<file path="config.mk">
export PLATFORM = sky130hd
export DESIGN_NAME = reg_writedata_selector
export DESIGN_NICKNAME = d
export VERILOG_FILES = /design/src/source/mips_mem_wb_pkg.sv /design/src/source/reg_writedata_selector.sv
export VERILOG_INCLUDE_DIRS = /design/src /design/src/include
export SDC_FILE = /design/constraint.sdc
export NUM_CORES = 1
export LEC_CHECK = 0
export BUFFER_PORTS_ARGS = -buffer_cell sky130_fd_sc_hd__clkbuf_2
export CAP_MARGIN = 20
export CORE_ASPECT_RATIO = 1.4
export CORE_MARGIN = 2
export CORE_UTILIZATION = 45
export DETAILED_ROUTE_END_ITERATION = 16
export PLACE_DENSITY = 0.9
export REMOVE_ABC_BUFFERS = 1
export SYNTH_ARGS = -nofsm -noshare
export SYNTH_HDL_FRONTEND = slang
export SYNTH_SLANG_ARGS = --single-unit
</file>
<file path="constraint.sdc">
create_clock -name vclk -period 5.21
set_clock_uncertainty 0.2 [all_clocks]
set_input_delay 0.7815 -clock vclk [all_inputs]
set_output_delay 0.7815 -clock vclk [all_outputs]
set_load 0.02 [all_outputs]
</file>
<file path="src/include/mips_mem_wb_defs.svh">
// Widths, memory size, command op codes and load kinds for the memory and writeback slice.
// Include wherever one of these macros is used.
`ifndef MIPS_MEM_WB_DEFS_SVH
`define MIPS_MEM_WB_DEFS_SVH

`define MIPS_WORD_W    32
`define MIPS_MEM_WORDS 256
`define MIPS_MEM_WAIT  1

// command op codes
`define OP_ALU  4'd0
`define OP_LW   4'd1
`define OP_LB   4'd2
`define OP_LBU  4'd3
`define OP_LH   4'd4
`define OP_LHU  4'd5
`define OP_SW   4'd6
`define OP_SB   4'd7
`define OP_SH   4'd8
`define OP_LINK 4'd9
`define OP_MFHI 4'd10
`define OP_MFLO 4'd11
`define OP_MTHI 4'd12
`define OP_MTLO 4'd13

// load kinds seen by the writedata selector
`define LD_NONE 3'd0
`define LD_LW   3'd1
`define LD_LB   3'd2
`define LD_LBU  3'd3
`define LD_LH   3'd4
`define LD_LHU  3'd5

`endif

</file>
<file path="src/source/mips_mem_wb_pkg.sv">
// Shared types of the memory and writeback slice.
// Ports name them by scope, module bodies import the package.
`default_nettype none

`include "mips_mem_wb_defs.svh"

package mips_mem_wb_pkg;

    typedef logic [`MIPS_WORD_W-1:0]   word_t;
    typedef logic [31:0]               addr_t;
    typedef logic [4:0]                reg_addr_t;
    typedef logic [3:0]                op_t;
    typedef logic [2:0]                load_kind_t;
    typedef logic [1:0]                byte_sel_t;
    typedef logic [`MIPS_WORD_W/8-1:0] strb_t;

    // APB sequencer of the load/store unit
    typedef enum logic [1:0] {
        LSU_IDLE,
        LSU_SETUP,
        LSU_ACCESS
    } lsu_state_t;

endpackage

`default_nettype wire

</file>
<file path="src/source/reg_writedata_selector.sv">
// Picks the word written to the destination register: loaded data,
// link address, hi, lo or the ALU result, in that priority.
// Byte and halfword loads are extended from the addressed lane.
`timescale 1ns/1ps
`default_nettype none

`include "mips_mem_wb_defs.svh"

module reg_writedata_selector (
    input  mips_mem_wb_pkg::word_t      alu_out,
    input  mips_mem_wb_pkg::word_t      data_readdata,
    input  mips_mem_wb_pkg::word_t      pc_plus4,
    input  mips_mem_wb_pkg::word_t      hi_readdata,
    input  mips_mem_wb_pkg::word_t      lo_readdata,
    input  mips_mem_wb_pkg::load_kind_t datamem_to_reg,
    input  mips_mem_wb_pkg::byte_sel_t  byte_addressing,
    input  logic                        link_to_reg,
    input  logic                        mfhi,
    input  logic                        mflo,
    output mips_mem_wb_pkg::word_t      reg_write_data
);

    logic [7:0]  lane_byte;
    logic [15:0] lane_half;
    logic        half_ok;

    always_comb begin
        case (byte_addressing)
            2'b00:   lane_byte = data_readdata[7:0];
            2'b01:   lane_byte = data_readdata[15:8];
            2'b10:   lane_byte = data_readdata[23:16];
            default: lane_byte = data_readdata[31:24];
        endcase
    end

    assign lane_half = byte_addressing[1] ? data_readdata[31:16] : data_readdata[15:0];
    // halfwords only at offsets 0 and 2
    assign half_ok   = !byte_addressing[0];

    always_comb begin
        case (datamem_to_reg)
            `LD_LW:  reg_write_data = data_readdata;
            `LD_LB:  reg_write_data = {{24{lane_byte[7]}}, lane_byte};
            `LD_LBU: reg_write_data = {24'h000000, lane_byte};
            `LD_LH:  reg_write_data = half_ok ? {{16{lane_half[15]}}, lane_half} : '0;
            `LD_LHU: reg_write_data = half_ok ? {16'h0000, lane_half} : '0;
            default: begin
                // link writes the address past the delay slot
                if (link_to_reg) begin
                    reg_write_data = pc_plus4 + 32'd4;
                end else if (mfhi) begin
                    reg_write_data = hi_readdata;
                end else if (mflo) begin
                    reg_write_data = lo_readdata;
                end else begin
                    reg_write_data = alu_out;
                end
            end
        endcase
    end

endmodule

`default_nettype wire

</file>
==> flow_metrics.py <==
metrics = {
    "run_status": {
        "status": "finished, final reports clean",
    },
    "detailed_routing": {
        "vias": 3803,
        "antenna_left": 0,
        "vias_per_cell": 6.20,
        "drc": 0,
        "drt_wl_total_um": 10800,
        "drt-initial-drc-count": 368,
        "firstDrtPassIters": 5,
        "wire_per_inst_um": 17.7,
    },
    "floorplan": {
        "core_area_mm2": 0.00549,
        "die_y_um": 92.9,
        "die_x_um": 67.5,
        "ioPinCount": 200,
        "start_util": 0.464,
        "die_area_mm2": 0.00628,
        "rows": 32,
    },
    "synthesis": {
        "synth_top_area_cell": "mux2_2",
        "synth_xor_area_frac": 0.0930,
        "ys_seq_area_frac": 0,
        "muxShareOfSynthArea": 0.222,
        "yosysUniqueCellTypes": 56,
        "netlist_instances": 373,
        "syn_area_mm2": 0.00254,
        "synth-compound-area-share": 0.341,
        "yosys_warnings": 0,
        "ys_top_cells_by_area": "mux2_2, mux2i_1, a21oi_1",
        "synthAdderAreaFrac": 0.00492,
        "synth_top_family_by_area": "compound AO/OA/AOI/OAI gates",
        "synth_top_area_frac": 0.115,
        "synth-simple-area-share": 0.257,
        "synth.avg_cell_area_um2": 6.82,
    },
    "global_route": {
        "grt_first_pass_wirelength_um": 16700,
        "overflow": 0,
        "grt_pass1_vias": 3590,
        "grt_max_degree": 51,
        "track_usage": 0.335,
        "grt_antenna_before_repair": 0,
    },
    "final_layout": {
        "final_core_util": 0.636,
        "nClkBuffers": 0,
        "nNetsFinal": 716,
        "fillers": 557,
        "area_growth_pct": 37.2,
        "drive_gt1_frac": 0.448,
        "diodes": 0,
        "seqCellArea_um2": 0,
        "layout_commonest_cell": "clkbuf_2",
        "final_cell_mix": "clkbuf_2, a21oi_1, nand2_1",
        "design.seq.count": 0,
    },
    "sta": {
        "slew_headroom": 0.322,
        "finalSetupViolCount": 0,
        "rsz0062_at_grt": "no",
        "slew_viol_final": 0,
        "hold_violations": 0,
        "max_freq_mhz": 256,
        "fin_crit_ps": 3900,
        "post-route-period-util": 0.748,
        "worst_slew_pin_slew_ps": 1020,
        "tns_ps": 0,
    },
    "placed_design": {
        "globalplace.congestion": 1.07,
        "portBuffers": 200,
        "dp.final_hpwl_um": 8860,
    },
    "power_and_ir_drop": {
        "vdd_drop_max_v": 0.0000834,
        "p_per_area_mw_per_mm2": 98.6,
        "p_leak_uw": 0.00172,
    },
    "critical_path": {
        "cpMaxStageDelayCell": "or3_1",
        "slowest_delay_ps": 520,
        "start_kind": "input port",
        "cp_data_arrival_time_ps": 2920,
        "worstPathCellList": "clkbuf_2, or3_1, nand2_1, nand2_1, o22ai_1, a21oi_1, clkbuf_2",
        "end_kind": "output pin",
        "cp_max_fo": 26,
        "crit_required_ps": 4230,
        "setup.worst_path.class": "in2out",
    },
    "hold_path": {
        "holdPathStages": 3,
        "hp-class": "in2out",
    },
    "clocking": {
        "post_cts_buffers": 0,
        "hold_buffers": 0,
        "post_cts_resized": 0,
    },
    "job": {
        "drv_cap": 0,
    },
}
==> synthesized netlist by cell type (2+ instances only) <==
cell type and number:
a22oi_1 8, nor2_1 18, inv_1 16, inv_2 2
a221oi_2 2, xor2_1 19, a21oi_1 41, clkbuf_1 8
nand2b_1 10, o21ai_0 18, buf_2 14, nor2_4 2
buf_4 3, a221oi_1 8, or3_1 2, o22ai_1 10
a31oi_1 2, a22o_1 4, a211oi_1 5, nand2_1 33
and2_1 4, nor3_1 4, nor4_1 3, and4_1 3
a222oi_1 3, nor3_2 2, mux2i_1 25, nand4_2 2
buf_1 2, o211ai_1 9, xnor2_1 8, o221ai_1 2
nand4_1 12, nand3_1 17, a221o_1 3, mux2_2 26
and3_1 4
==> metrics by stage <==
| stage | hold slack, ps | setup WS (ps) | cell area (um^2) | instances | total power, uW |
|---|---|---|---|---|---|
| floorplan | 1540 | 2100 | 2400 | 345 | 177 |
| global placement | 1740 | 1520 | 3490 | 613 | 333 |
| detailed placement | 1730 | 1410 | 3490 | 613 | 338 |
| CTS | 1730 | 1400 | 3490 | 613 | 339 |
| global route | 1760 | 1240 | 3490 | 613 | 371 |
| finish | 1720 | 1310 | 3490 | 613 | 344 |
==> routing by layer <==
metal	up-vias	global-route usage	wire length [um]
li1	1783	-	-
met1	1730	0.422	4000
met2	249	0.574	5390
met3	41	0.0328	1060
met4	0	0.116	395
met5	-	0	0
==> critical path, delay by kind of cell <==
kind | cells | cell delay [ps]
buffers and inverters | 2 | 510
AND/OR/NAND/NOR | 3 | 1270
AO/OA/AOI/OAI | 2 | 360
==> power by group <==
| part | switching (uW) | internal [uW] |
|---|---|---|
| Clock | 0 | 0 |
| Sequential | 0 | 0 |
| Combinational | 200 | 144 |
==> kinds of logic (layout without fill, tap and decap cells) <==
| logic type | count (synthesis) | after routing |
|---|---|---|
| compound gates | 127 | 127 |
| xor+xnor | 27 | 27 |
| simple gates | 120 | 120 |
| mux | 52 | 52 |
| fa+ha+maj | 1 | 1 |
| buf+inv | 46 | 218 |
==> area by class of cell <==
class	instances	area, um^2	area share
Timing Repair Buffer	200	1000	0.287
Inverter	18	67.6	0.0194
Multi-Input combinational cell	327	2330	0.669
Tap cell	68	85.1	0.0244
==> final timing paths <==
kind	startpoint	end	slack, ps
worst max-delay path	datamem_to_reg[0]	reg_write_data[25]	1310
worst min-delay path	data_readdata[5]	reg_write_data[5]	1720
Note: power is estimated with default switching activity, not from simulation.
