**src/include/mips_mem_wb_defs.svh**
```systemverilog
// Widths, memory size, command op codes and load kinds for the memory and writeback slice.
// Include wherever one of these macros is used.
`ifndef MIPS_MEM_WB_DEFS_SVH
`define MIPS_MEM_WB_DEFS_SVH

`define MIPS_WORD_W    32
`define MIPS_MEM_WORDS 256
`define MIPS_MEM_WAIT  1

// command op codes
`define OP_ALU  4'd0
`define OP_LW   4'd1
`define OP_LB   4'd2
`define OP_LBU  4'd3
`define OP_LH   4'd4
`define OP_LHU  4'd5
`define OP_SW   4'd6
`define OP_SB   4'd7
`define OP_SH   4'd8
`define OP_LINK 4'd9
`define OP_MFHI 4'd10
`define OP_MFLO 4'd11
`define OP_MTHI 4'd12
`define OP_MTLO 4'd13

// load kinds seen by the writedata selector
`define LD_NONE 3'd0
`define LD_LW   3'd1
`define LD_LB   3'd2
`define LD_LBU  3'd3
`define LD_LH   3'd4
`define LD_LHU  3'd5

`endif

```
**src/source/mips_mem_wb_pkg.sv**
```systemverilog
// Shared types of the memory and writeback slice.
// Ports name them by scope, module bodies import the package.
`default_nettype none

`include "mips_mem_wb_defs.svh"

package mips_mem_wb_pkg;

    typedef logic [`MIPS_WORD_W-1:0]   word_t;
    typedef logic [31:0]               addr_t;
    typedef logic [4:0]                reg_addr_t;
    typedef logic [3:0]                op_t;
    typedef logic [2:0]                load_kind_t;
    typedef logic [1:0]                byte_sel_t;
    typedef logic [`MIPS_WORD_W/8-1:0] strb_t;

    // APB sequencer of the load/store unit
    typedef enum logic [1:0] {
        LSU_IDLE,
        LSU_SETUP,
        LSU_ACCESS
    } lsu_state_t;

endpackage

`default_nettype wire

```
**src/source/mem_wb_ctrl.sv**
```systemverilog
// Takes one command at a time, starts the load/store unit for memory ops
// and completes with a done pulse and the register write.
// Holds the hi and lo registers written by mthi and mtlo.
`timescale 1ns/1ps
`default_nettype none

`include "mips_mem_wb_defs.svh"

module mem_wb_ctrl (
    input  logic                        clk,
    input  logic                        rst_n,
    input  logic                        cmd_valid,
    output logic                        cmd_ready,
    input  mips_mem_wb_pkg::op_t        cmd_op,
    input  mips_mem_wb_pkg::reg_addr_t  cmd_rd,
    input  mips_mem_wb_pkg::addr_t      cmd_addr,
    input  mips_mem_wb_pkg::word_t      cmd_alu_out,
    input  mips_mem_wb_pkg::word_t      cmd_store_data,
    input  mips_mem_wb_pkg::word_t      cmd_pc_plus4,
    output logic                        done,
    output logic                        err,
    output logic                        wb_we,
    output mips_mem_wb_pkg::reg_addr_t  wb_addr,
    output mips_mem_wb_pkg::word_t      wb_data,
    output logic                        lsu_req,
    output logic                        lsu_write,
    output logic [1:0]                  lsu_size,
    output mips_mem_wb_pkg::addr_t      lsu_addr,
    output mips_mem_wb_pkg::word_t      lsu_wdata,
    input  logic                        lsu_ack,
    input  logic                        lsu_err,
    output mips_mem_wb_pkg::load_kind_t load_kind,
    output mips_mem_wb_pkg::byte_sel_t  byte_addressing,
    output logic                        link_to_reg,
    output logic                        mfhi,
    output logic                        mflo,
    output mips_mem_wb_pkg::word_t      alu_out,
    output mips_mem_wb_pkg::word_t      pc_plus4,
    output mips_mem_wb_pkg::word_t      hi_readdata,
    output mips_mem_wb_pkg::word_t      lo_readdata,
    input  mips_mem_wb_pkg::word_t      sel_data
);
    import mips_mem_wb_pkg::*;

    logic      busy;
    logic      lsu_req_q;
    op_t       op_q;
    reg_addr_t rd_q;
    addr_t     addr_q;
    word_t     alu_q;
    word_t     store_q;
    word_t     pc_q;
    word_t     hi_q;
    word_t     lo_q;
    logic      is_mem;
    logic      no_write;

    function automatic logic is_mem_op(op_t op);
        return (op >= `OP_LW) && (op <= `OP_SH);
    endfunction

    assign is_mem   = is_mem_op(op_q);
    assign no_write = op_q inside {`OP_SW, `OP_SB, `OP_SH, `OP_MTHI, `OP_MTLO};

    assign cmd_ready = !busy;
    // memory ops finish on the LSU ack, the others right away
    assign done      = busy && (!is_mem || lsu_ack);
    assign err       = busy && is_mem && lsu_ack && lsu_err;
    assign wb_we     = done && !no_write && !err;
    assign wb_addr   = rd_q;
    assign wb_data   = sel_data;

    assign lsu_req   = lsu_req_q;
    assign lsu_write = op_q inside {`OP_SW, `OP_SB, `OP_SH};
    assign lsu_addr  = addr_q;
    assign lsu_wdata = store_q;

    always_comb begin
        case (op_q)
            `OP_LB, `OP_LBU, `OP_SB: lsu_size = 2'd0;
            `OP_LH, `OP_LHU, `OP_SH: lsu_size = 2'd1;
            default:                 lsu_size = 2'd2;
        endcase
        case (op_q)
            `OP_LW:  load_kind = `LD_LW;
            `OP_LB:  load_kind = `LD_LB;
            `OP_LBU: load_kind = `LD_LBU;
            `OP_LH:  load_kind = `LD_LH;
            `OP_LHU: load_kind = `LD_LHU;
            default: load_kind = `LD_NONE;
        endcase
    end

    assign byte_addressing = addr_q[1:0];
    assign link_to_reg     = (op_q == `OP_LINK);
    assign mfhi            = (op_q == `OP_MFHI);
    assign mflo            = (op_q == `OP_MFLO);
    assign alu_out         = alu_q;
    assign pc_plus4        = pc_q;
    assign hi_readdata     = hi_q;
    assign lo_readdata     = lo_q;

    always_ff @(posedge clk or negedge rst_n) begin
        if (!rst_n) begin
            busy      <= 1'b0;
            lsu_req_q <= 1'b0;
            hi_q      <= '0;
            lo_q      <= '0;
        end else begin
            lsu_req_q <= 1'b0;
            if (cmd_valid && cmd_ready) begin
                busy      <= 1'b1;
                // one request cycle right after acceptance
                lsu_req_q <= is_mem_op(cmd_op);
            end else if (done) begin
                busy <= 1'b0;
                if (op_q == `OP_MTHI) begin
                    hi_q <= alu_q;
                end
                if (op_q == `OP_MTLO) begin
                    lo_q <= alu_q;
                end
            end
        end
    end

    // accepted command
    always_ff @(posedge clk) begin
        if (cmd_valid && cmd_ready) begin
            op_q    <= cmd_op;
            rd_q    <= cmd_rd;
            addr_q  <= cmd_addr;
            alu_q   <= cmd_alu_out;
            store_q <= cmd_store_data;
            pc_q    <= cmd_pc_plus4;
        end
    end

endmodule

`default_nettype wire

```
**config.mk**
```make
export PLATFORM = sky130hd
export DESIGN_NAME = mem_wb_ctrl
export DESIGN_NICKNAME = d
export VERILOG_FILES = /design/src/source/mips_mem_wb_pkg.sv /design/src/source/mem_wb_ctrl.sv
export VERILOG_INCLUDE_DIRS = /design/src /design/src/include
export SDC_FILE = /design/constraint.sdc
export NUM_CORES = 1
export LEC_CHECK = 0
export ABC_CLOCK_PERIOD_IN_PS = 3750
export BUFFER_PORTS_ARGS = -buffer_cell sky130_fd_sc_hd__buf_2
export CORE_AREA = 2 2 163 165
export CTS_BUF_LIST = sky130_fd_sc_hd__clkbuf_16
export DETAILED_ROUTE_END_ITERATION = 10
export DIE_AREA = 0 0 165 167
export PLACE_DENSITY = 0.53
export SLEW_MARGIN = 20
export SYNTH_ARGS = -nofsm -noshare
export SYNTH_HDL_FRONTEND = slang
export SYNTH_SLANG_ARGS = --single-unit
```
**constraint.sdc**
```tcl
create_clock -name clk -period 3.75 [get_ports clk]
set_input_delay 0.1875 -clock clk [delete_from_list [all_inputs] [get_ports clk]]
set_output_delay 0.1875 -clock clk [all_outputs]
set_load 0.05 [all_outputs]
```
==> results.tsv <==
metric	value	unit
hold_ws	0.04344	ns
EDFF count, synth	137	
total power	7.125	mW
unrepaired setup endpoints after global routing	false	
count leader, synth	edfxtp_1	
top cell type's share of synthesized area	58.34	%
cell count after synthesis	349	
Power Density	641.7	nW/um2
final setup vio count	0	
maximum clock path buffer count	3	
Final ANT Viol Nets	0	
CP max FO	12	
max_cap viols	0	
Tightest Pin Transition	0.8703	ns
filler cell count	2333	
initial antenna violation count	1	
synth top area cells	edfxtp_1 58%, dfrtp_1 23%, mux2_2 8.9%	
Leak Pwr	4.903	nW
post-synthesis async set-or-reset flop share	32.51	%
RD Place Congestion	0.7898	
Worst setup EP type	output pin	
drt pass-1 iters	4	
Post-Syn Area	7052	um2
final setup TNS	0	ns
Slew headroom	41.79	%
H-tree Lvls	1	
syn_area_per_cell	20.21	um2
Residual DRC	0	
Chip Width	165	um
Initial Utilization	27.37	%
Synth warnings	0	
status	finished, final reports clean	
area leader, netlist	edfxtp_1	
crit share post-route	60.51	%
core area	25760	um2
wire per inst	16.80	um
drt total wl	19.86	mm
DR vias/cell	4.080	
register area share after synthesis	81.76	%
Worst path slowest cell	edfxtp_1	
# nets final	1004	
post-layout min period	2.269	ns
crit path cell chain	inv_1, o21a_1, a221oi_1, buf_2	
dominant synthesized flop cell	edfxtp_1	
DP Worst Slack	1.544	ns
clock root buffer	clkbuf_16	
fmax	440.7	MHz
Hold WC Path Type	in2reg	
I/O Buffers	354	
HPWL after detailed placement	13.57	mm
final core utilization	43.10	%
die height	167	um
Clock Skews	0.006997	ns
cell family with most CP delay	flip-flops	
via count	4823	
Clock transition at path regs	0.05	ns
Final Hold Vio Count	0	
worst skew pair latency	0.50	ns
Ports	419	
CP peak stage delay	0.63	ns
row cnt	59	
worst ir drop on vdd	386.1	uV
CTS tree	built	
GRT Overall Usage	13.95	%
crit start category	register	
Hold Path Cell Cnt	3	
Crit Path Class	reg2out	
first-pass GRT wire length	29.61	mm
Die ar.	27560	um2
max-slew violation count	0	
WP data required	3.56	ns
Yosys cell types	27	
vias in the first global route	5151	
Clock Sinks	203	
Layout area overhead	57.45	%
R2R cell count	4	
layout cell share with drive strength beyond 1	53.31	%
setup slack after layout	1.481	ns
Mapped Nets	523	
critical path depth	4	
CTS Buf Count	23	
largest net degree at the start of global routing	99	
grt total ovfl	0	
synthesized flop and latch total	203	
synth cell count leaders	137 x edfxtp_1, 66 x dfrtp_1, 56 x mux2_2, 37 x buf_4, 8 x mux2_1	
Crit path buffers/inverters	2	
crit path DAT	2.08	ns
initial DRC count	248	
-- path summary, 6_finish.rpt --
kind | start | to | slack, ns
max in group asynchronous | rst_n | lo_readdata[22]$_DFFE_PN0P_ | 2.50
min reg2reg | lo_readdata[17]$_DFFE_PN0P_ | lo_readdata[17]$_DFFE_PN0P_ | 0.48
min in group asynchronous | rst_n | hi_readdata[6]$_DFFE_PN0P_ | 0.26
max | op_q[1]$_DFFE_PP_ | wb_we | 1.48
max reg2reg | op_q[2]$_DFFE_PP_ | hi_readdata[11]$_DFFE_PN0P_ | 1.59
min | cmd_valid | lsu_req$_DFF_PN0_ | 0.04
-- state kept, by name (all words and copies together), names as in the netlist --
name	count
op_q	4
lsu_wdata	32
lo_readdata	32
alu_out	32
busy	1
lsu_req	1
hi_readdata	32
lsu_addr	32
wb_addr	5
pc_plus4	32
-- cells by family after synthesis --
logic type,after synthesis,share of synthesized area (%)
DFF,203,81.76
muxes,64,10.22
buffers and inverters,47,4.844
and+or+nand+nor,22,1.881
AOI/OAI and AO/OA,11,1.047
xor gates and xnor gates,2,0.2484
-- placed cells by master, fill, tap and decap left out, types with 2 or more instances in the layout --
master         Yosys  layout
inv_1              3       6
a21oi_1            2       2
mux2_2            56      56
buf_4             37       2
xor2_1             2       2
clkinv_2           0       4
edfxtp_1         137     137
nor2_1             6       6
nor3_4             2       2
mux2_1             8       8
clkbuf_16          0      24
o21ai_0            2       2
nor3_1             3       3
clkinv_1           0       6
dfrtp_1           66      66
buf_2              3     354
dlygate4sd3_1      0     140
nand2_1            4       4
clkinvlp_4         0       2
buf_12             0       3
nor2b_1            2       2
o21a_1             3       3
-- what timing repair did --
action | CTS | global route
gates resized for setup | 0 | 0
endpoints found under the hold margin | 166 | 0
hold buffers | 140 | 0
setup buffers | 0 | 0
-- worst register-to-register path, cell delays in order (launching register included) --
cell	delay, ns
edfxtp_1	0.52
nand3_2	0.20
nor3_4	0.70
buf_12	0.27
mux2_2	0.36
-- routing by layer --
layer | routed length, um | global-route usage, %
met1 | 7137 | 15.23
met2 | 10410 | 25.38
met3 | 1943 | 4.956
met4 | 372 | 3.629
met5 | 0 | 0
-- metrics by stage --
| stage | std cells | instance area (um2) |
|---|---|---|
| global placement | 1000 | 8995 |
| CTS | 1181 | 11100 |
| finish | 1182 | 11100 |
| floorplan | 349 | 7056 |
| detailed placement | 1000 | 8995 |
| global route | 1182 | 11100 |
-- report_power, final --
| group | internal (mW) | leakage (nW) | switching [mW] | total (mW) |
|---|---|---|---|---|
| Clock | 1.22 | 0.361 | 0.874 | 2.09 |
| Sequential | 2.76 | 2.12 | 0.157 | 2.92 |
| Combinational | 0.548 | 2.42 | 1.56 | 2.11 |
-- cell type report --
| class | instances | area, um2 | area share, % |
|---|---|---|---|
| diodes | 1 | 2.502 | 0.02254 |
| clock buffers | 24 | 600.6 | 5.409 |
| clock inverters | 17 | 103.9 | 0.9353 |
| inverters | 4 | 18.77 | 0.1690 |
| multi-input cells | 99 | 944.7 | 8.508 |
| flip-flops and latches | 203 | 5766 | 51.93 |
| well taps | 335 | 419.2 | 3.775 |
| repair buffers | 499 | 3248 | 29.25 |
Power figures use the tool's default switching activity.
