[config.mk]
export PLATFORM = sky130hd
export DESIGN_NAME = load_store_unit_flat
export DESIGN_NICKNAME = d
export VERILOG_FILES = /design/src/source/mips_mem_wb_pkg.sv /design/src/source/apb_if.sv /design/src/source/load_store_unit.sv /design/src/flat_wrapper.sv
export VERILOG_INCLUDE_DIRS = /design/src /design/src/include
export SDC_FILE = /design/constraint.sdc
export NUM_CORES = 1
export LEC_CHECK = 0
export BUFFER_PORTS_ARGS = -buffer_cell sky130_fd_sc_hd__buf_2
export CAP_MARGIN = 20
export CELL_PAD_IN_SITES_DETAIL_PLACEMENT = 1
export CELL_PAD_IN_SITES_GLOBAL_PLACEMENT = 1
export CORE_ASPECT_RATIO = 2
export CORE_UTILIZATION = 34
export DETAILED_ROUTE_END_ITERATION = 7
export GPL_ROUTABILITY_DRIVEN = 0
export PLACE_DENSITY_LB_ADDON = 0.1
export SETUP_SLACK_MARGIN = 0.1
export SLEW_MARGIN = 20
export SYNTH_ARGS = -nofsm -noshare
export SYNTH_HDL_FRONTEND = slang
export SYNTH_SLANG_ARGS = --single-unit
[constraint.sdc]
create_clock -name clk -period 4.9 [get_ports clk]
set_input_delay 0.735 -clock clk [delete_from_list [all_inputs] [get_ports clk]]
set_output_delay 0.735 -clock clk [all_outputs]
set_load 0.005 [all_outputs]
[src/include/mips_mem_wb_defs.svh]
// Widths, memory size, command op codes and load kinds for the memory and writeback slice.
// Include wherever one of these macros is used.
`ifndef MIPS_MEM_WB_DEFS_SVH
`define MIPS_MEM_WB_DEFS_SVH

`define MIPS_WORD_W    32
`define MIPS_MEM_WORDS 256
`define MIPS_MEM_WAIT  1

// command op codes
`define OP_ALU  4'd0
`define OP_LW   4'd1
`define OP_LB   4'd2
`define OP_LBU  4'd3
`define OP_LH   4'd4
`define OP_LHU  4'd5
`define OP_SW   4'd6
`define OP_SB   4'd7
`define OP_SH   4'd8
`define OP_LINK 4'd9
`define OP_MFHI 4'd10
`define OP_MFLO 4'd11
`define OP_MTHI 4'd12
`define OP_MTLO 4'd13

// load kinds seen by the writedata selector
`define LD_NONE 3'd0
`define LD_LW   3'd1
`define LD_LB   3'd2
`define LD_LBU  3'd3
`define LD_LH   3'd4
`define LD_LHU  3'd5

`endif

[src/source/mips_mem_wb_pkg.sv]
// Shared types of the memory and writeback slice.
// Ports name them by scope, module bodies import the package.
`default_nettype none

`include "mips_mem_wb_defs.svh"

package mips_mem_wb_pkg;

    typedef logic [`MIPS_WORD_W-1:0]   word_t;
    typedef logic [31:0]               addr_t;
    typedef logic [4:0]                reg_addr_t;
    typedef logic [3:0]                op_t;
    typedef logic [2:0]                load_kind_t;
    typedef logic [1:0]                byte_sel_t;
    typedef logic [`MIPS_WORD_W/8-1:0] strb_t;

    // APB sequencer of the load/store unit
    typedef enum logic [1:0] {
        LSU_IDLE,
        LSU_SETUP,
        LSU_ACCESS
    } lsu_state_t;

endpackage

`default_nettype wire

[src/source/apb_if.sv]
// APB bus between the load/store unit and the data memory.
// The master modport drives the request, the slave modport answers it.
`timescale 1ns/1ps
`default_nettype none

interface apb_if;
    import mips_mem_wb_pkg::*;

    logic  psel;
    logic  penable;
    logic  pwrite;
    addr_t paddr;
    word_t pwdata;
    strb_t pstrb;
    word_t prdata;
    logic  pready;
    logic  pslverr;

    modport master (
        output psel, penable, pwrite, paddr, pwdata, pstrb,
        input  prdata, pready, pslverr
    );

    modport slave (
        input  psel, penable, pwrite, paddr, pwdata, pstrb,
        output prdata, pready, pslverr
    );

endinterface

`default_nettype wire

[src/source/load_store_unit.sv]
// APB master of the memory stage. A req pulse starts one transfer on the
// word-aligned address, and ack pulses one cycle after pready with rdata and err.
// size is log2 of the access width in bytes: 0 byte, 1 halfword, 2 word.
`timescale 1ns/1ps
`default_nettype none

module load_store_unit (
    input  logic                   clk,
    input  logic                   rst_n,
    input  logic                   req,
    input  logic                   write,
    input  logic [1:0]             size,
    input  mips_mem_wb_pkg::addr_t addr,
    input  mips_mem_wb_pkg::word_t wdata,
    output logic                   ack,
    output logic                   err,
    output mips_mem_wb_pkg::word_t rdata,
    apb_if.master                  apb
);
    import mips_mem_wb_pkg::*;

    lsu_state_t state;
    strb_t      base_strb;
    logic [7:0] wide_strb;
    strb_t      lane_strb;
    word_t      lane_wdata;

    // lanes touched by the access, shifted to the byte offset
    always_comb begin
        case (size)
            2'd0:    base_strb = 4'b0001;
            2'd1:    base_strb = 4'b0011;
            default: base_strb = 4'b1111;
        endcase
        wide_strb = {4'b0000, base_strb} << addr[1:0];
        // access crossing the word gets no lanes, so the memory refuses it
        lane_strb = (wide_strb[7:4] != 4'b0000) ? 4'b0000 : wide_strb[3:0];
    end

    // replicate small stores over all lanes
    always_comb begin
        case (size)
            2'd0:    lane_wdata = {4{wdata[7:0]}};
            2'd1:    lane_wdata = {2{wdata[15:0]}};
            default: lane_wdata = wdata;
        endcase
    end

    assign apb.psel    = (state != LSU_IDLE);
    assign apb.penable = (state == LSU_ACCESS);

    always_ff @(posedge clk or negedge rst_n) begin
        if (!rst_n) begin
            state <= LSU_IDLE;
            ack   <= 1'b0;
        end else begin
            ack <= 1'b0;
            case (state)
                LSU_IDLE: begin
                    if (req) begin
                        state <= LSU_SETUP;
                    end
                end
                LSU_SETUP: begin
                    state <= LSU_ACCESS;
                end
                LSU_ACCESS: begin
                    if (apb.pready) begin
                        state <= LSU_IDLE;
                        ack   <= 1'b1;
                    end
                end
                default: state <= LSU_IDLE;
            endcase
        end
    end

    // request held from setup until pready, response captured with it
    always_ff @(posedge clk) begin
        if (state == LSU_IDLE && req) begin
            apb.pwrite <= write;
            apb.paddr  <= {addr[31:2], 2'b00};
            apb.pwdata <= lane_wdata;
            apb.pstrb  <= lane_strb;
        end
        if (state == LSU_ACCESS && apb.pready) begin
            rdata <= apb.prdata;
            err   <= apb.pslverr;
        end
    end

endmodule

`default_nettype wire

[src/flat_wrapper.sv]
// flat-port wrapper written by rule: the top's interface ports become plain ports
module load_store_unit_flat import mips_mem_wb_pkg::*;
  (clk, rst_n, req, write, size, addr, wdata, ack, err, rdata, apb_psel, apb_penable, apb_pwrite, apb_paddr, apb_pwdata, apb_pstrb, apb_prdata, apb_pready, apb_pslverr);
  apb_if apb_i ();
  input  logic clk;
  input  logic rst_n;
  input  logic req;
  input  logic write;
  input  logic [1:0] size;
  input  mips_mem_wb_pkg::addr_t addr;
  input  mips_mem_wb_pkg::word_t wdata;
  output logic ack;
  output logic err;
  output mips_mem_wb_pkg::word_t rdata;
  output wire logic [$bits(apb_i.psel)-1:0] apb_psel;
  output wire logic [$bits(apb_i.penable)-1:0] apb_penable;
  output wire logic [$bits(apb_i.pwrite)-1:0] apb_pwrite;
  output wire logic [$bits(apb_i.paddr)-1:0] apb_paddr;
  output wire logic [$bits(apb_i.pwdata)-1:0] apb_pwdata;
  output wire logic [$bits(apb_i.pstrb)-1:0] apb_pstrb;
  input wire logic [$bits(apb_i.prdata)-1:0] apb_prdata;
  input wire logic [$bits(apb_i.pready)-1:0] apb_pready;
  input wire logic [$bits(apb_i.pslverr)-1:0] apb_pslverr;
  assign apb_psel = apb_i.psel;
  assign apb_penable = apb_i.penable;
  assign apb_pwrite = apb_i.pwrite;
  assign apb_paddr = apb_i.paddr;
  assign apb_pwdata = apb_i.pwdata;
  assign apb_pstrb = apb_i.pstrb;
  assign apb_i.prdata = apb_prdata;
  assign apb_i.pready = apb_pready;
  assign apb_i.pslverr = apb_pslverr;
  load_store_unit u_core (.clk(clk), .rst_n(rst_n), .req(req), .write(write), .size(size), .addr(addr), .wdata(wdata), .ack(ack), .err(err), .rdata(rdata), .apb(apb_i));
endmodule
==> flow_summary_export.csv <==
group,metric,value,unit
yosys,synthCells,169,
power,pwr-share-seq,0.523,
power,p_leak,2.153,nW
power,ir_worst_vdd,0.0002246,V
drt,vias,2329,
floorplan,dieArea,0.01100,mm^2
timing,post-route-period-util,0.4193,
setup_path,critPathTopFamily,"simple AND/OR/NAND/NOR gates",
yosys,synth_area,0.003590,mm^2
timing,fmax,0.4867,GHz
setup_path,rr_startpoint,"u_core.state[1]",
yosys,ys_seq_elements,103,
timing,fin_crit,2.055,ns
clocking,htreeDepth,3,
global_routing,grt_pass1_vias,2430,
setup_path,worstPathCellList,"or2_2, nor2_4, buf_12, buf_4",
global_routing,track_usage,0.1673,
setup_path,critPathMaxFanout,31,
yosys,synth_warnings,0,
timing,max_slew_margin,0.6127,
drt,drc,0,
clocking,cts-resized-gates,0,
power,sw_frac_of_total,0.2491,
yosys,synth_xor_area_frac,0.002440,
floorplan,initial_core_util,0.3514,
floorplan,rows,52,
global_routing,grt_antenna_before_repair,0,
drt,first_pass_iters,4,
floorplan,die_width,74.66,um
timing,setup_tns,0,ns
clocking,cts_sinks,103,
floorplan,coreArea,0.01021,mm^2
power,p_comb_frac,0.166,
timing,maxSlewViolCount,0,
setup_path,worst_path_max_delay_cell,"dfrtp_1",
job,drv_cap,0,
drt,dr.first_iter.drc_count,58,
clocking,clockBufferDepth,2,
floorplan,io_pins,209,
floorplan,die_h,147.3,um
yosys,synth_largest_area_cell,"edfxtp_1",
setup_path,worstPathArrival,2.05,ns
clocking,post_cts_buffers,0,
final_layout,layout.nets,488,
yosys,synthAdderAreaFrac,0,
power,p_switching,0.5772,mW
setup_path,cp-end-kind,"flop",
placed_design,io_buffers,206,
timing,tightest_slew,0.5810,ns
setup_path,worst-path-buf-inv,2,
yosys,yosys-top-cells-area,"edfxtp_1, mux2_2, mux2i_1",
power,power,2.317,mW
power,clkPwrFrac,0.311,
drt,wl_per_cell,17.10,um
clocking,cts_tree,"done",
power,p_int,1.740,mW
yosys,netlist.area_leader.share,0.8365,
yosys,synth_compound_area_frac,0.01952,
yosys,synth_top_family_by_area,"multiplexers",
final_layout,final_cell_mix,"buf_2, edfxtp_1, mux2_2, clkbuf_16",
timing,timing.final.hold_violations,0,
setup_path,worstReg2RegEnd,"u_core.apb.paddr[14]",
run_status,status,"complete, no violations",
drt,routed_wl,8961,um
timing,fin_worst_skew,0.007368,ns
global_routing,grt_use_met1,0.1594,
global_routing,met2_usage,0.3027,
setup_path,worst-r2r-cell-count,4,
timing,rsz0062_at_grt,"false",
power,power_density,455.2,mW/mm^2
placed_design,dp_hpwl,7007,um
setup_path,max_stage_delay,0.39,ns
setup_path,r2r_slack,2.85,ns
final_layout,layout-drive-gt1-share,0.6298,
setup_path,start_kind,"flop",
yosys,synth_cell_type_count,24,
global_routing,top_usage_layer,"met2",
clocking,cts.clk_slew.worst_paths,0.07,ns
final_layout,area_growth,41.79,%
clocking,clock_latency,0.34,ns
global_routing,use_met3,0.07202,
setup_path,required,4.90,ns
clocking,cts_hold_buf,0,
final_layout,final_common_cell,"buf_2",
clocking,cts_buffers,9,
yosys,synth.area.mux_share,0.07564,
yosys,yosysSeqAreaShare,0.8574,
worst_hold_path,min_path_type,"input pin to asynchronous set/reset pin",
global_routing,overflow,0,
clocking,root_buffer,"clkbuf_16",
timing,finalSetupViolCount,0,
yosys,synthSimpleGateAreaFrac,0.02893,
final_layout,antennaDiodeCount,0,
global_routing,grt_pass1_wl,13110,um
yosys,syn_area_per_cell,21.24,um^2
drt,ant_nets,0,
global_routing,grt_max_degree,38,
setup_path,critPathKind,"flop to flop",
drt,avgViaCountPerCell,4.445,
[worst max path at each step]
| stage | start | endpoint | slack (ns) | cells after the start |
|---|---|---|---|---|
| 6_report | u_core.state[1] | u_core.apb.paddr[14] | 2.85 | 4 |
| 5_1_grt | u_core.state[1] | u_core.apb.paddr[19] | 2.71 | 4 |
| 4_1_cts | u_core.state[1] | u_core.apb.paddr[19] | 2.44 | 3 |
| 3_5_place_dp | req | u_core.apb.paddr[21] | 2.28 | 4 |
| 3_3_place_gp | req | u_core.apb.paddr[18] | 2.32 | 4 |
| 2_1_floorplan | req | u_core.apb.paddr[10] | 0.84 | 2 |
[registers in the layout, indices dropped and copies added (netlist names)]
name and cells:
u_core.apb.paddr 30, u_core.apb.pwrite 1, u_core.err 1, u_core.apb.pstrb 4, u_core.state 2, u_core.apb.pwdata 32
u_core.rdata 32, u_core.ack 1
[routing by layer]
metal	wire [um]	share of wire
met2	4971	0.55
met4	189	0.021
met1	2740	0.31
met3	1059	0.12
met5	0	0
[power groups by stage]
stage	logic (mW)	registers [mW]	clock network (mW)
finish	0.385	1.21	0.721
global route	0.427	1.23	0.768
CTS	0.384	1.22	0.742
detailed placement	0.382	1.23	0
global placement	0.375	1.23	0
floorplan	0.115	1.27	0
[cells by family after synthesis]
family,Yosys count
mux,25
compound gates,12
buf+inv,7
other cells,1
flops,103
xor+xnor,1
simple gates,20
[cell usage after synthesis (all sizes together)]
cell type / count
conb: 1
and2: 1
inv: 1
mux2: 17
and3b: 1
a211oi: 1
nor3: 1
nor2b: 2
o21ai: 9
buf: 6
or2: 1
a22o: 1
nor2: 5
o31a: 1
xor2: 1
dfrtp: 3
and2b: 1
mux2i: 8
edfxtp: 100
nand2: 8
[stage by stage]
stage               instance area (um^2)  utilization  hold WS [ns]  setup WS, ns  cells
finish                              5090       0.4983        0.1831         2.845    524
global route                        5090       0.4983        0.1710         2.714    524
CTS                                 5070       0.4963        0.1719         2.442    523
detailed placement                  4766       0.4666        0.5305         2.283    507
global placement                    4766       0.4666        0.5133         2.317    507
floorplan                           3593            -        0.4394        0.8405    170
[area by class of cell]
class,instances,area [um^2]
Clock buffer,9,225.2
Clock inverter,7,78.83
Sequential cell,103,3078
Inverter,1,3.754
Multi-Input combinational cell,60,469.2
Tap cell,135,168.9
Fill cell,1070,5125
Timing Repair Buffer,209,1066
(Power assumes the default switching activity.)
