## src/include/mips_mem_wb_defs.svh

```systemverilog
// Widths, memory size, command op codes and load kinds for the memory and writeback slice.
// Include wherever one of these macros is used.
`ifndef MIPS_MEM_WB_DEFS_SVH
`define MIPS_MEM_WB_DEFS_SVH

`define MIPS_WORD_W    32
`define MIPS_MEM_WORDS 256
`define MIPS_MEM_WAIT  1

// command op codes
`define OP_ALU  4'd0
`define OP_LW   4'd1
`define OP_LB   4'd2
`define OP_LBU  4'd3
`define OP_LH   4'd4
`define OP_LHU  4'd5
`define OP_SW   4'd6
`define OP_SB   4'd7
`define OP_SH   4'd8
`define OP_LINK 4'd9
`define OP_MFHI 4'd10
`define OP_MFLO 4'd11
`define OP_MTHI 4'd12
`define OP_MTLO 4'd13

// load kinds seen by the writedata selector
`define LD_NONE 3'd0
`define LD_LW   3'd1
`define LD_LB   3'd2
`define LD_LBU  3'd3
`define LD_LH   3'd4
`define LD_LHU  3'd5

`endif

```

## src/source/mips_mem_wb_pkg.sv

```systemverilog
// Shared types of the memory and writeback slice.
// Ports name them by scope, module bodies import the package.
`default_nettype none

`include "mips_mem_wb_defs.svh"

package mips_mem_wb_pkg;

    typedef logic [`MIPS_WORD_W-1:0]   word_t;
    typedef logic [31:0]               addr_t;
    typedef logic [4:0]                reg_addr_t;
    typedef logic [3:0]                op_t;
    typedef logic [2:0]                load_kind_t;
    typedef logic [1:0]                byte_sel_t;
    typedef logic [`MIPS_WORD_W/8-1:0] strb_t;

    // APB sequencer of the load/store unit
    typedef enum logic [1:0] {
        LSU_IDLE,
        LSU_SETUP,
        LSU_ACCESS
    } lsu_state_t;

endpackage

`default_nettype wire

```

## src/source/reg_file.sv

```systemverilog
// 32-entry general register file with one write port and one
// combinational read port. Register 0 always reads zero.
`timescale 1ns/1ps
`default_nettype none

module reg_file (
    input  logic                       clk,
    input  logic                       rst_n,
    input  logic                       we,
    input  mips_mem_wb_pkg::reg_addr_t waddr,
    input  mips_mem_wb_pkg::word_t     wdata,
    input  mips_mem_wb_pkg::reg_addr_t raddr,
    output mips_mem_wb_pkg::word_t     rdata
);
    import mips_mem_wb_pkg::*;

    word_t regs [32];

    always_ff @(posedge clk or negedge rst_n) begin
        if (!rst_n) begin
            for (int r = 0; r < 32; r++) begin
                regs[r] <= '0;
            end
        end else if (we && waddr != 5'd0) begin
            regs[waddr] <= wdata;
        end
    end

    assign rdata = regs[raddr];

endmodule

`default_nettype wire

```

## config.mk

```make
export PLATFORM = sky130hd
export DESIGN_NAME = reg_file
export DESIGN_NICKNAME = d
export VERILOG_FILES = /design/src/source/mips_mem_wb_pkg.sv /design/src/source/reg_file.sv
export VERILOG_INCLUDE_DIRS = /design/src /design/src/include
export SDC_FILE = /design/constraint.sdc
export NUM_CORES = 1
export LEC_CHECK = 0
export ABC_CLOCK_PERIOD_IN_PS = 4700
export BUFFER_PORTS_ARGS = -buffer_cell sky130_fd_sc_hd__clkbuf_2
export CAP_MARGIN = 20
export CORE_UTILIZATION = 51
export DETAILED_ROUTE_END_ITERATION = 8
export PLACE_DENSITY = 0.71
export SLEW_MARGIN = 15
export SYNTH_ARGS = -nofsm -noshare
export SYNTH_HDL_FRONTEND = slang
export SYNTH_SLANG_ARGS = --single-unit
```

## constraint.sdc

```tcl
create_clock -name clk -period 4.7 [get_ports clk]
set_clock_uncertainty 0.1 [all_clocks]
set_input_delay 0.94 -clock clk [delete_from_list [all_inputs] [get_ports clk]]
set_output_delay 0.94 -clock clk [all_outputs]
set_load 0.02 [all_outputs]
```

==> results of run 1 <==
## report_power, final
part | leakage, nW | internal, W | total [W] | switching, W
clock | 1.74 | 0.00504 | 0.00852 | 0.00348
sequential | 13.1 | 0.0105 | 0.0113 | 0.000858
combinational | 9.72 | 0.00191 | 0.00356 | 0.00164
total | 24.6 | 0.0174 | 0.0234 | 0.00598
## final cells by class
type | count | share of cell area (%)
flip-flops and latches | 1024 | 49.29
multi-input cells | 2071 | 38.01
diodes | 3 | 0.01444
well taps | 1176 | 2.831
clock buffers | 150 | 5.938
repair buffers | 177 | 3.047
clock inverters | 39 | 0.8713
## layer usage
metal	share of wire, %	vias up	GRT usage, %
met5	0.022	-	0
met4	3.6	4	10.12
met3	5.4	266	4.276
met2	48	822	44.34
met1	43	15460	36.64
li1	-	12270	-
## metrics by stage
step | instances | hold WS, ns | setup slack [ns] | total power, W
global placement | 4447 | 0.2640 | 0.6221 | 0.01472
detailed placement | 4447 | 0.2660 | 0.5897 | 0.01503
CTS | 4636 | 0.2139 | 0.5647 | 0.02355
global route | 4637 | 0.2497 | 0.4728 | 0.02441
finish | 4640 | 0.1922 | 0.4856 | 0.02342
floorplan | 3451 | 0.3284 | 1.325 | 0.01385
## placed cells by master, fill, tap and decap left out, types with 34 or more instances in the layout
cell	synthesis	layout
nand3_1	97	96
mux2_2	965	965
mux2i_1	512	512
clkbuf_16	0	105
a22oi_1	96	96
clkbuf_2	0	74
nor3_1	35	34
dfrtp_1	1024	1024
a21oi_1	96	96
a22o_1	64	64
buf_12	0	34
nand2_1	110	98
buf_4	4	67
## worst paths after layout
kind | start | end | slack [ns] | depth (start not counted)
min reg2reg | regs[1005]$_DFFE_PN0P_ | regs[1005]$_DFFE_PN0P_ | 0.28 | 0
max in group asynchronous | rst_n | regs[59]$_DFFE_PN0P_ | 3.06 | 2
max | raddr[0] | rdata[23] | 0.49 | 8
max reg2reg | regs[380]$_DFFE_PN0P_ | regs[380]$_DFFE_PN0P_ | 3.78 | 1
min | rst_n | regs[804]$_DFFE_PN0P_ | 0.19 | 1
min in group clk | regs[1005]$_DFFE_PN0P_ | regs[1005]$_DFFE_PN0P_ | 0.28 | 0
## kinds of logic (layout without fill, tap and decap cells)
logic type / count (synthesis) / in the layout / share of synthesized area, %
AOI/OAI and AO/OA: 288 / 288 / 4.199
buffers and inverters: 356 / 366 / 3.299
DFF: 1024 / 1024 / 54.85
muxes: 1504 / 1504 / 34.88
other: 0 / 3 / 0
and+or+nand+nor: 279 / 279 / 2.775
==> metrics.txt, run 1 <==
status=finished clean; synthesized area=46720 um2; die height=304.7 um; top-area cell type share of the netlist area=a little over half; fin nets=3424; Row Count=110; DIE AREA=92820 um2; final design utilization=57.49%; Tcrit/Tclk final=89.67%; vias after detailed routing=28830; Largest Register=regs; max incr delay on CP=0.58 ns; Cell Chain, Critical Path=clkbuf_2 > nor2b_4 > buf_4 > a22o_1 > nor3_1 > a31oi_1 > nand3_1 > clkbuf_2; layout cells sized above 1=around two fifths; Post-DP HPWL=71970 um; Initial DRC Count=2313; initial antenna violation count=2; post-synth cell types=25; Hold Vio Cnt, Final=0; EDFF count, synth=0; gr ovfl total=0; setup TNS=0 ns; Synth top cells by count=dfrtp_1 (1024), mux2_2 (965), mux2i_1 (512); count leader, synth=dfrtp_1; Top-Level Pins=77; Post-Syn Nets=3496; crit path buf inv count=3; Via density=between 6 and 7; FF+latch count, synth=1024; multi-input logic area=19760 um2; Max Cap Violations=0; post-synth top area cell=dfrtp_1; CTS tree=yes; worst-margin pin slew=0.9757 ns; GPL Wtd Cong=0.8065; worst-skew pair later-pin latency=between 0.6 and 0.7 ns; wire length per cell=26.99 um; first-pass GRT wire length=191700 um; pwr dens=450.5 nW/um2; Register Area=between 20000 and 30000 um2; first-pass iteration count of the detailed router=5; most frequent CP cell=clkbuf_2; WS Path Type=input pin to primary output; cts bufs inserted=105; post-cts hold buffer count=0; max reg flops=about 1000; class of the worst hold path=input pin to async pin; CP startpoint kind=input pin; Seq/Total Area, Yosys=54.85%; Top Registers=regs: 1024 flops; P&R area growth vs syn=11.27%; synthesized area per cell=13.54 um2; # DRC=0; ys async rst share=100.0%; Clock Pin Slew Worst Setup and Hold Paths=0.06 ns; Max FO, Critical Path=19; peak supply drop=280.8 uV; number of global-route vias before repair=between 30000 and 40000; yosys warns=0; count of final setup violators=0; Top delay family on crit path=simple AND/OR/NAND/NOR gates; Required @ worst endpoint=~3.7 ns; initial core utilization=51.67%; clk root buf=clkbuf_16; cell area after layout=51980 um2; Gates resized, CTS repair=0; final worst path period need=4.214 ns; Detail Route Antenna Nets=0; clock tree buffer depth=3; GRT Total Usage=a little over a quarter; Achievable Freq=237.3 MHz; Crit-path slowest cell=nor2b_4; # fillers=roughly 7000; clk sinks=around 1000; Gate Count Post-Synth=around 3500; worst rel slew slack=34.95%; die width=~300 um; CTS H-tree lvls=3; port bufs=76; RSZ-0062 raised after global routing=no; Synth area leaders=dfrtp_1 (55%), mux2_2 (23%), mux2i_1 (11%), buf_2 (1.6%), a22oi_1 (1.5%); Max Slew Vio Count=0; core box area=between 90000 and 100000 um2; Leakage=24.59 nW; postcts setup bufs=0; crit end category=primary output; wirelength, routed=about 130000 um; Post-synth top flop=dfrtp_1; largest net degree at the start of global routing=120; Area after DPL=between 40000 and 50000 um2; worst path arrival time=approximately 3.2 ns
Note: power is estimated with default switching activity, not from simulation.
==> inputs of run 2 (changes only) <==
--- a/config.mk
+++ b/config.mk
@@ -12,6 +12,7 @@
 export CORE_UTILIZATION = 51
 export DETAILED_ROUTE_END_ITERATION = 8
 export PLACE_DENSITY = 0.71
+export RECOVER_POWER = 50
 export SLEW_MARGIN = 15
 export SYNTH_ARGS = -nofsm -noshare
 export SYNTH_HDL_FRONTEND = slang
==> metrics.txt, run 2 (same netlist as run 1, synthesis figures left out) <==
status=finished, violations left; violated checks=max-capacitance violations, max-slew violations; worst-skew pair later-pin latency=roughly 0.66 ns; internal power=roughly 0.017 W; peak supply drop=282.2 uV; max reg flops=1024; P&R area growth vs syn=11.08%; Top Registers=regs: 1024 flops; GRT Total Usage=27.16%; Hold Vio Cnt, Final=0; Gates resized, CTS repair=0; clk sinks=a little over 1000; largest net degree at the start of global routing=120; Post-DP HPWL=71970 um; class of the worst hold path=flip-flop to flip-flop; first-pass iteration count of the detailed router=6; first-pass GRT wire length=191700 um; setup TNS=0 ns; Cell Chain, Critical Path=clkbuf_2 > nor2b_4 > buf_4 > a22o_1 > nor3_1 > a31oi_1 > nand3_1 > clkbuf_2; clock tree buffer depth=3; Largest Register=regs; max incr delay on CP=0.58 ns; wire length per cell=26.98 um; count of final setup violators=0; part of the power in registers=48.4%; Row Count=110; worst path arrival time=approximately 3.2 ns; GPL Wtd Cong=0.8065; initial core utilization=between 50 and 60%; vias after detailed routing=28860; Max Slew Vio Count=176; Via density=roughly 6.2; combinational share of power=15.2%; Register Area=25620 um2; Detail Route Antenna Nets=0; postcts setup bufs=0; final worst path period need=about 4.2 ns; commonest non-fill, non-tap cell in the layout=dfrtp_1; # DRC=0; Clock Pin Slew Worst Setup and Hold Paths=0.06 ns; RSZ-0062 raised after global routing=no; Initial DRC Count=2364; Place WS=0.5897 ns; worst-margin pin slew=2.587 ns; crit end category=primary output; WS Path Type=input pin to primary output; CTS tree=yes; cts bufs inserted=around 110; wirelength, routed=between 100000 and 150000 um; CP startpoint kind=input pin; pwr dens=451.1 nW/um2; die width=304.7 um; Crit-path slowest cell=nor2b_4; Top-Level Pins=77; multi-input logic area=between 15000 and 20000 um2; DIE AREA=92820 um2; Max FO, Critical Path=19; Tcrit/Tclk final=89.40%; die height=between 300 and 400 um; clk root buf=clkbuf_16; Leakage=between 20 and 25 nW; worst rel slew slack=-72.47%; post-cts hold buffer count=0; # fillers=6996; CTS H-tree lvls=3; switching power=0.005982 W; gr ovfl total=0; initial antenna violation count=2; clock power share=36.4%; commonest non-fill, non-tap cells in the layout=dfrtp_1 (1024), mux2_2 (965), mux2i_1 (512); number of global-route vias before repair=30860; total power=0.02341 W; port bufs=76; Max Cap Violations=3; core box area=90420 um2; Required @ worst endpoint=3.66 ns; Worst Slack Setup Final=0.4982 ns; fin nets=3424; Achievable Freq=~240 MHz; Sw Share=around 26%; most frequent CP cell=clkbuf_2; layout cells sized above 1=between 30 and 40%
## run 2: per-stage QoR
stage	std cells	cell area, um2	utilization (%)	hold slack (ns)
2_1_floorplan	3451	46720	-	0.3284
3_3_place_gp	4447	48420	53.54	0.2640
3_5_place_dp	4447	48420	53.54	0.2660
4_1_cts	4636	51960	57.46	0.2139
5_1_grt	4637	51890	57.38	0.2866
6_report	4642	51900	57.39	0.2758
## run 2: power by group through the flow
stage	combinational [W]	clock [W]	sequential, W
2_1_floorplan	0.00266	0	0.0112
3_3_place_gp	0.00340	0	0.0113
3_5_place_dp	0.00356	0	0.0115
4_1_cts	0.00358	0.00866	0.0113
5_1_grt	0.00386	0.00901	0.0115
6_report	0.00355	0.00852	0.0113
## run 2: worst max-delay path: cells and delay by family
family,cells,cell delay [ns]
compound gates,2,0.53
buf+inv,3,0.78
simple gates,3,0.87
## run 2: path summary, 6_finish.rpt
| path | start | endpoint | slack (ns) | depth (start not counted) |
|---|---|---|---|---|
| worst max-delay path | raddr[0] | rdata[23] | 0.50 | 8 |
| worst min-delay path | regs[1015]$_DFFE_PN0P_ | regs[1015]$_DFFE_PN0P_ | 0.28 | 0 |
| worst max register to register | regs[380]$_DFFE_PN0P_ | regs[380]$_DFFE_PN0P_ | 3.78 | 1 |
| worst min register to register | regs[1015]$_DFFE_PN0P_ | regs[1015]$_DFFE_PN0P_ | 0.28 | 0 |
| max in group asynchronous | rst_n | regs[949]$_DFFE_PN0P_ | 0.85 | 2 |
| min in group asynchronous | rst_n | regs[804]$_DFFE_PN0P_ | 0.93 | 1 |
## run 2: cell type report
class / count / share of cell area, %
Antenna cell: 5 / 0.02411
Clock buffer: 150 / 5.948
Clock inverter: 39 / 0.8727
Multi-Input combinational cell: 2071 / 38.07
Sequential cell: 1024 / 49.37
Tap cell: 1176 / 2.835
Timing Repair Buffer: 177 / 2.879
## run 2: per-layer routing
metal  vias up  wire length, um  global-route usage, %  share of wire (%)
li1      12290                -                      -                  -
met1     15480            54300                  36.64                 43
met2       815            60080                  44.34                 48
met3       275             6363                  4.276                5.1
met4         4             4463                  10.12                3.6
met5         -               27                      0              0.022
==> inputs of run 3 (changes only) <==
--- a/config.mk
+++ b/config.mk
@@ -7,11 +7,11 @@
 export NUM_CORES = 1
 export LEC_CHECK = 0
 export ABC_CLOCK_PERIOD_IN_PS = 4700
-export BUFFER_PORTS_ARGS = -buffer_cell sky130_fd_sc_hd__clkbuf_2
 export CAP_MARGIN = 20
 export CORE_UTILIZATION = 51
 export DETAILED_ROUTE_END_ITERATION = 8
-export PLACE_DENSITY = 0.71
+export DONT_BUFFER_PORTS = 1
+export PLACE_DENSITY = 0.7
 export RECOVER_POWER = 50
 export SLEW_MARGIN = 15
 export SYNTH_ARGS = -nofsm -noshare
==> metrics.txt, run 3 (same netlist as run 1, synthesis figures left out) <==
GR Util met3=3.866%; status=finished, violations left; initial antenna violation count=0; Sw Share=around 24%; Tcrit/Tclk final=approximately 100%; clk root buf=clkbuf_16; cts bufs inserted=102; Leakage=23.96 nW; final worst path period need=about 4.7 ns; fin nets=3306; clock power share=a little under two fifths; number of global-route vias before repair=29920; Max Cap Violations=13; wire length per cell=26.63 um; die height=about 300 um; CTS H-tree lvls=3; Initial DRC Count=2138; Achievable Freq=around 210 MHz; gr ovfl total=0; count of final setup violators=0; RSZ-0062 raised after global routing=no; Worst Slack Setup Final=between 0.004 and 0.005 ns; final design utilization=56.34%; first-pass GRT wire length=roughly 190000 um; max reg flops=1024; vias after detailed routing=about 28000; Detail Route Antenna Nets=0; Hold Vio Cnt, Final=0; WS Path Type=input pin to primary output; Max FO, Critical Path=between 500 and 600; Via density=slightly above 6; R2R cell count=1; CP startpoint kind=input pin; GRT Total Usage=25.98%; max incr delay on CP=0.80 ns; Top delay family on crit path=multiplexers; Max Slew Vio Count=839; global route hottest layer=met2; Post-DP HPWL=65290 um; switching power=approximately 0.0057 W; clock tree buffer depth=3; core box area=approximately 90000 um2; Largest Register=regs; clk sinks=1024; Top-Level Pins=77; layout cells sized above 1=36.39%; class of the worst hold path=input pin to async pin; crit end category=primary output; CTS tree=yes; peak supply drop=about 280 uV; Row Count=110; GPL Wtd Cong=between 0.7 and 0.8; setup TNS=0 ns; worst-skew pair later-pin latency=between 0.6 and 0.7 ns; largest net degree at the start of global routing=1025; P&R area growth vs syn=9.052%; commonest non-fill, non-tap cells in the layout=dfrtp_1 (1024), mux2_2 (962), mux2i_1 (512); # DRC=0; part of the power in registers=roughly 50%; GRT met2 Usage=between 40% and 50%; DIE AREA=around 93000 um2; Place WS=~0.86 ns; worst path arrival time=~3.7 ns; die width=304.7 um; Clock Pin Slew Worst Setup and Hold Paths=roughly 0.060 ns; # fillers=~7100; commonest non-fill, non-tap cell in the layout=dfrtp_1; first-pass iteration count of the detailed router=5; Cell Chain, Critical Path=mux2i_1 > a22o_1 > nor3_1 > a31oi_1 > nand3_1; internal power=approximately 0.017 W; Top Registers=regs: 1024 flops; combinational share of power=approximately 14%; worst-margin pin slew=2.987 ns; Required @ worst endpoint=3.66 ns; violated checks=max-capacitance violations, max-slew violations; port bufs=0; crit path buf inv count=0; worst rel slew slack=-99.13%; pwr dens=about 450 nW/um2; WP depth=5; routing usage on met1=35.03%; Crit-path slowest cell=mux2i_1; total power=0.02310 W; initial core utilization=51.67%; wirelength, routed=around 120000 um
## run 3: cell count changes in the layout (fill, tap and decap cells not counted), moves of 5 or more
cell / before / now
buf_12: 30 / 7
buf_16: 0 / 5
buf_4: 59 / 38
clkbuf_2: 81 / 3
nor2_1: 1 / 7
nor2_4: 13 / 7
## run 3: repair_timing
item,4_1_cts,5_1_grt
setup buffers,0,0
endpoints found under the setup margin,0,0
hold endpoints to repair,454,113
gates resized for setup,0,0
## run 3: worst paths after layout
path	startpoint	to	slack, ns
max reg2reg	regs[859]$_DFFE_PN0P_	regs[859]$_DFFE_PN0P_	3.75
min	rst_n	regs[4]$_DFFE_PN0P_	0.14
min reg2reg	regs[1000]$_DFFE_PN0P_	regs[1000]$_DFFE_PN0P_	0.27
min in group clk	regs[1000]$_DFFE_PN0P_	regs[1000]$_DFFE_PN0P_	0.27
max	raddr[1]	rdata[0]	0.004
max in group asynchronous	rst_n	regs[731]$_DFFE_PN0P_	1.82
## run 3: through the flow
step	std cells	cell area (um2)	hold WS (ns)
2_1_floorplan	3451	46720	0.3284
3_3_place_gp	4326	47340	0.2640
3_5_place_dp	4326	47340	0.2646
4_1_cts	4516	50910	-0.08212
5_1_grt	4523	50950	0.2297
6_report	4524	50950	0.1446
## run 3: per-layer routing
layer | share of wire [%] | routed length (um)
met4 | 2.9 | 3436
met3 | 4.6 | 5505
met2 | 49 | 58850
met5 | 0 | 0
met1 | 44 | 52690
## run 3: power by group through the flow
stage / registers (W) / logic [W] / clock network (W)
2_1_floorplan: 0.0112 / 0.00266 / 0
3_3_place_gp: 0.0113 / 0.00291 / 0
3_5_place_dp: 0.0115 / 0.00303 / 0
4_1_cts: 0.0113 / 0.00305 / 0.00870
5_1_grt: 0.0115 / 0.00350 / 0.00904
6_report: 0.0113 / 0.00323 / 0.00855
## run 3: area by class of cell
| cell class | instances | area, um2 | share of cell area [%] |
|---|---|---|---|
| sequential | 1024 | 25620 | 50.29 |
| multi-input combinational | 2071 | 19660 | 38.60 |
| clock buffer | 151 | 3100 | 6.085 |
| tap | 1176 | 1471 | 2.888 |
| timing repair buffer | 62 | 615.6 | 1.208 |
| clock inverter | 39 | 470.5 | 0.9234 |
| antenna | 1 | 2.502 | 0.004912 |
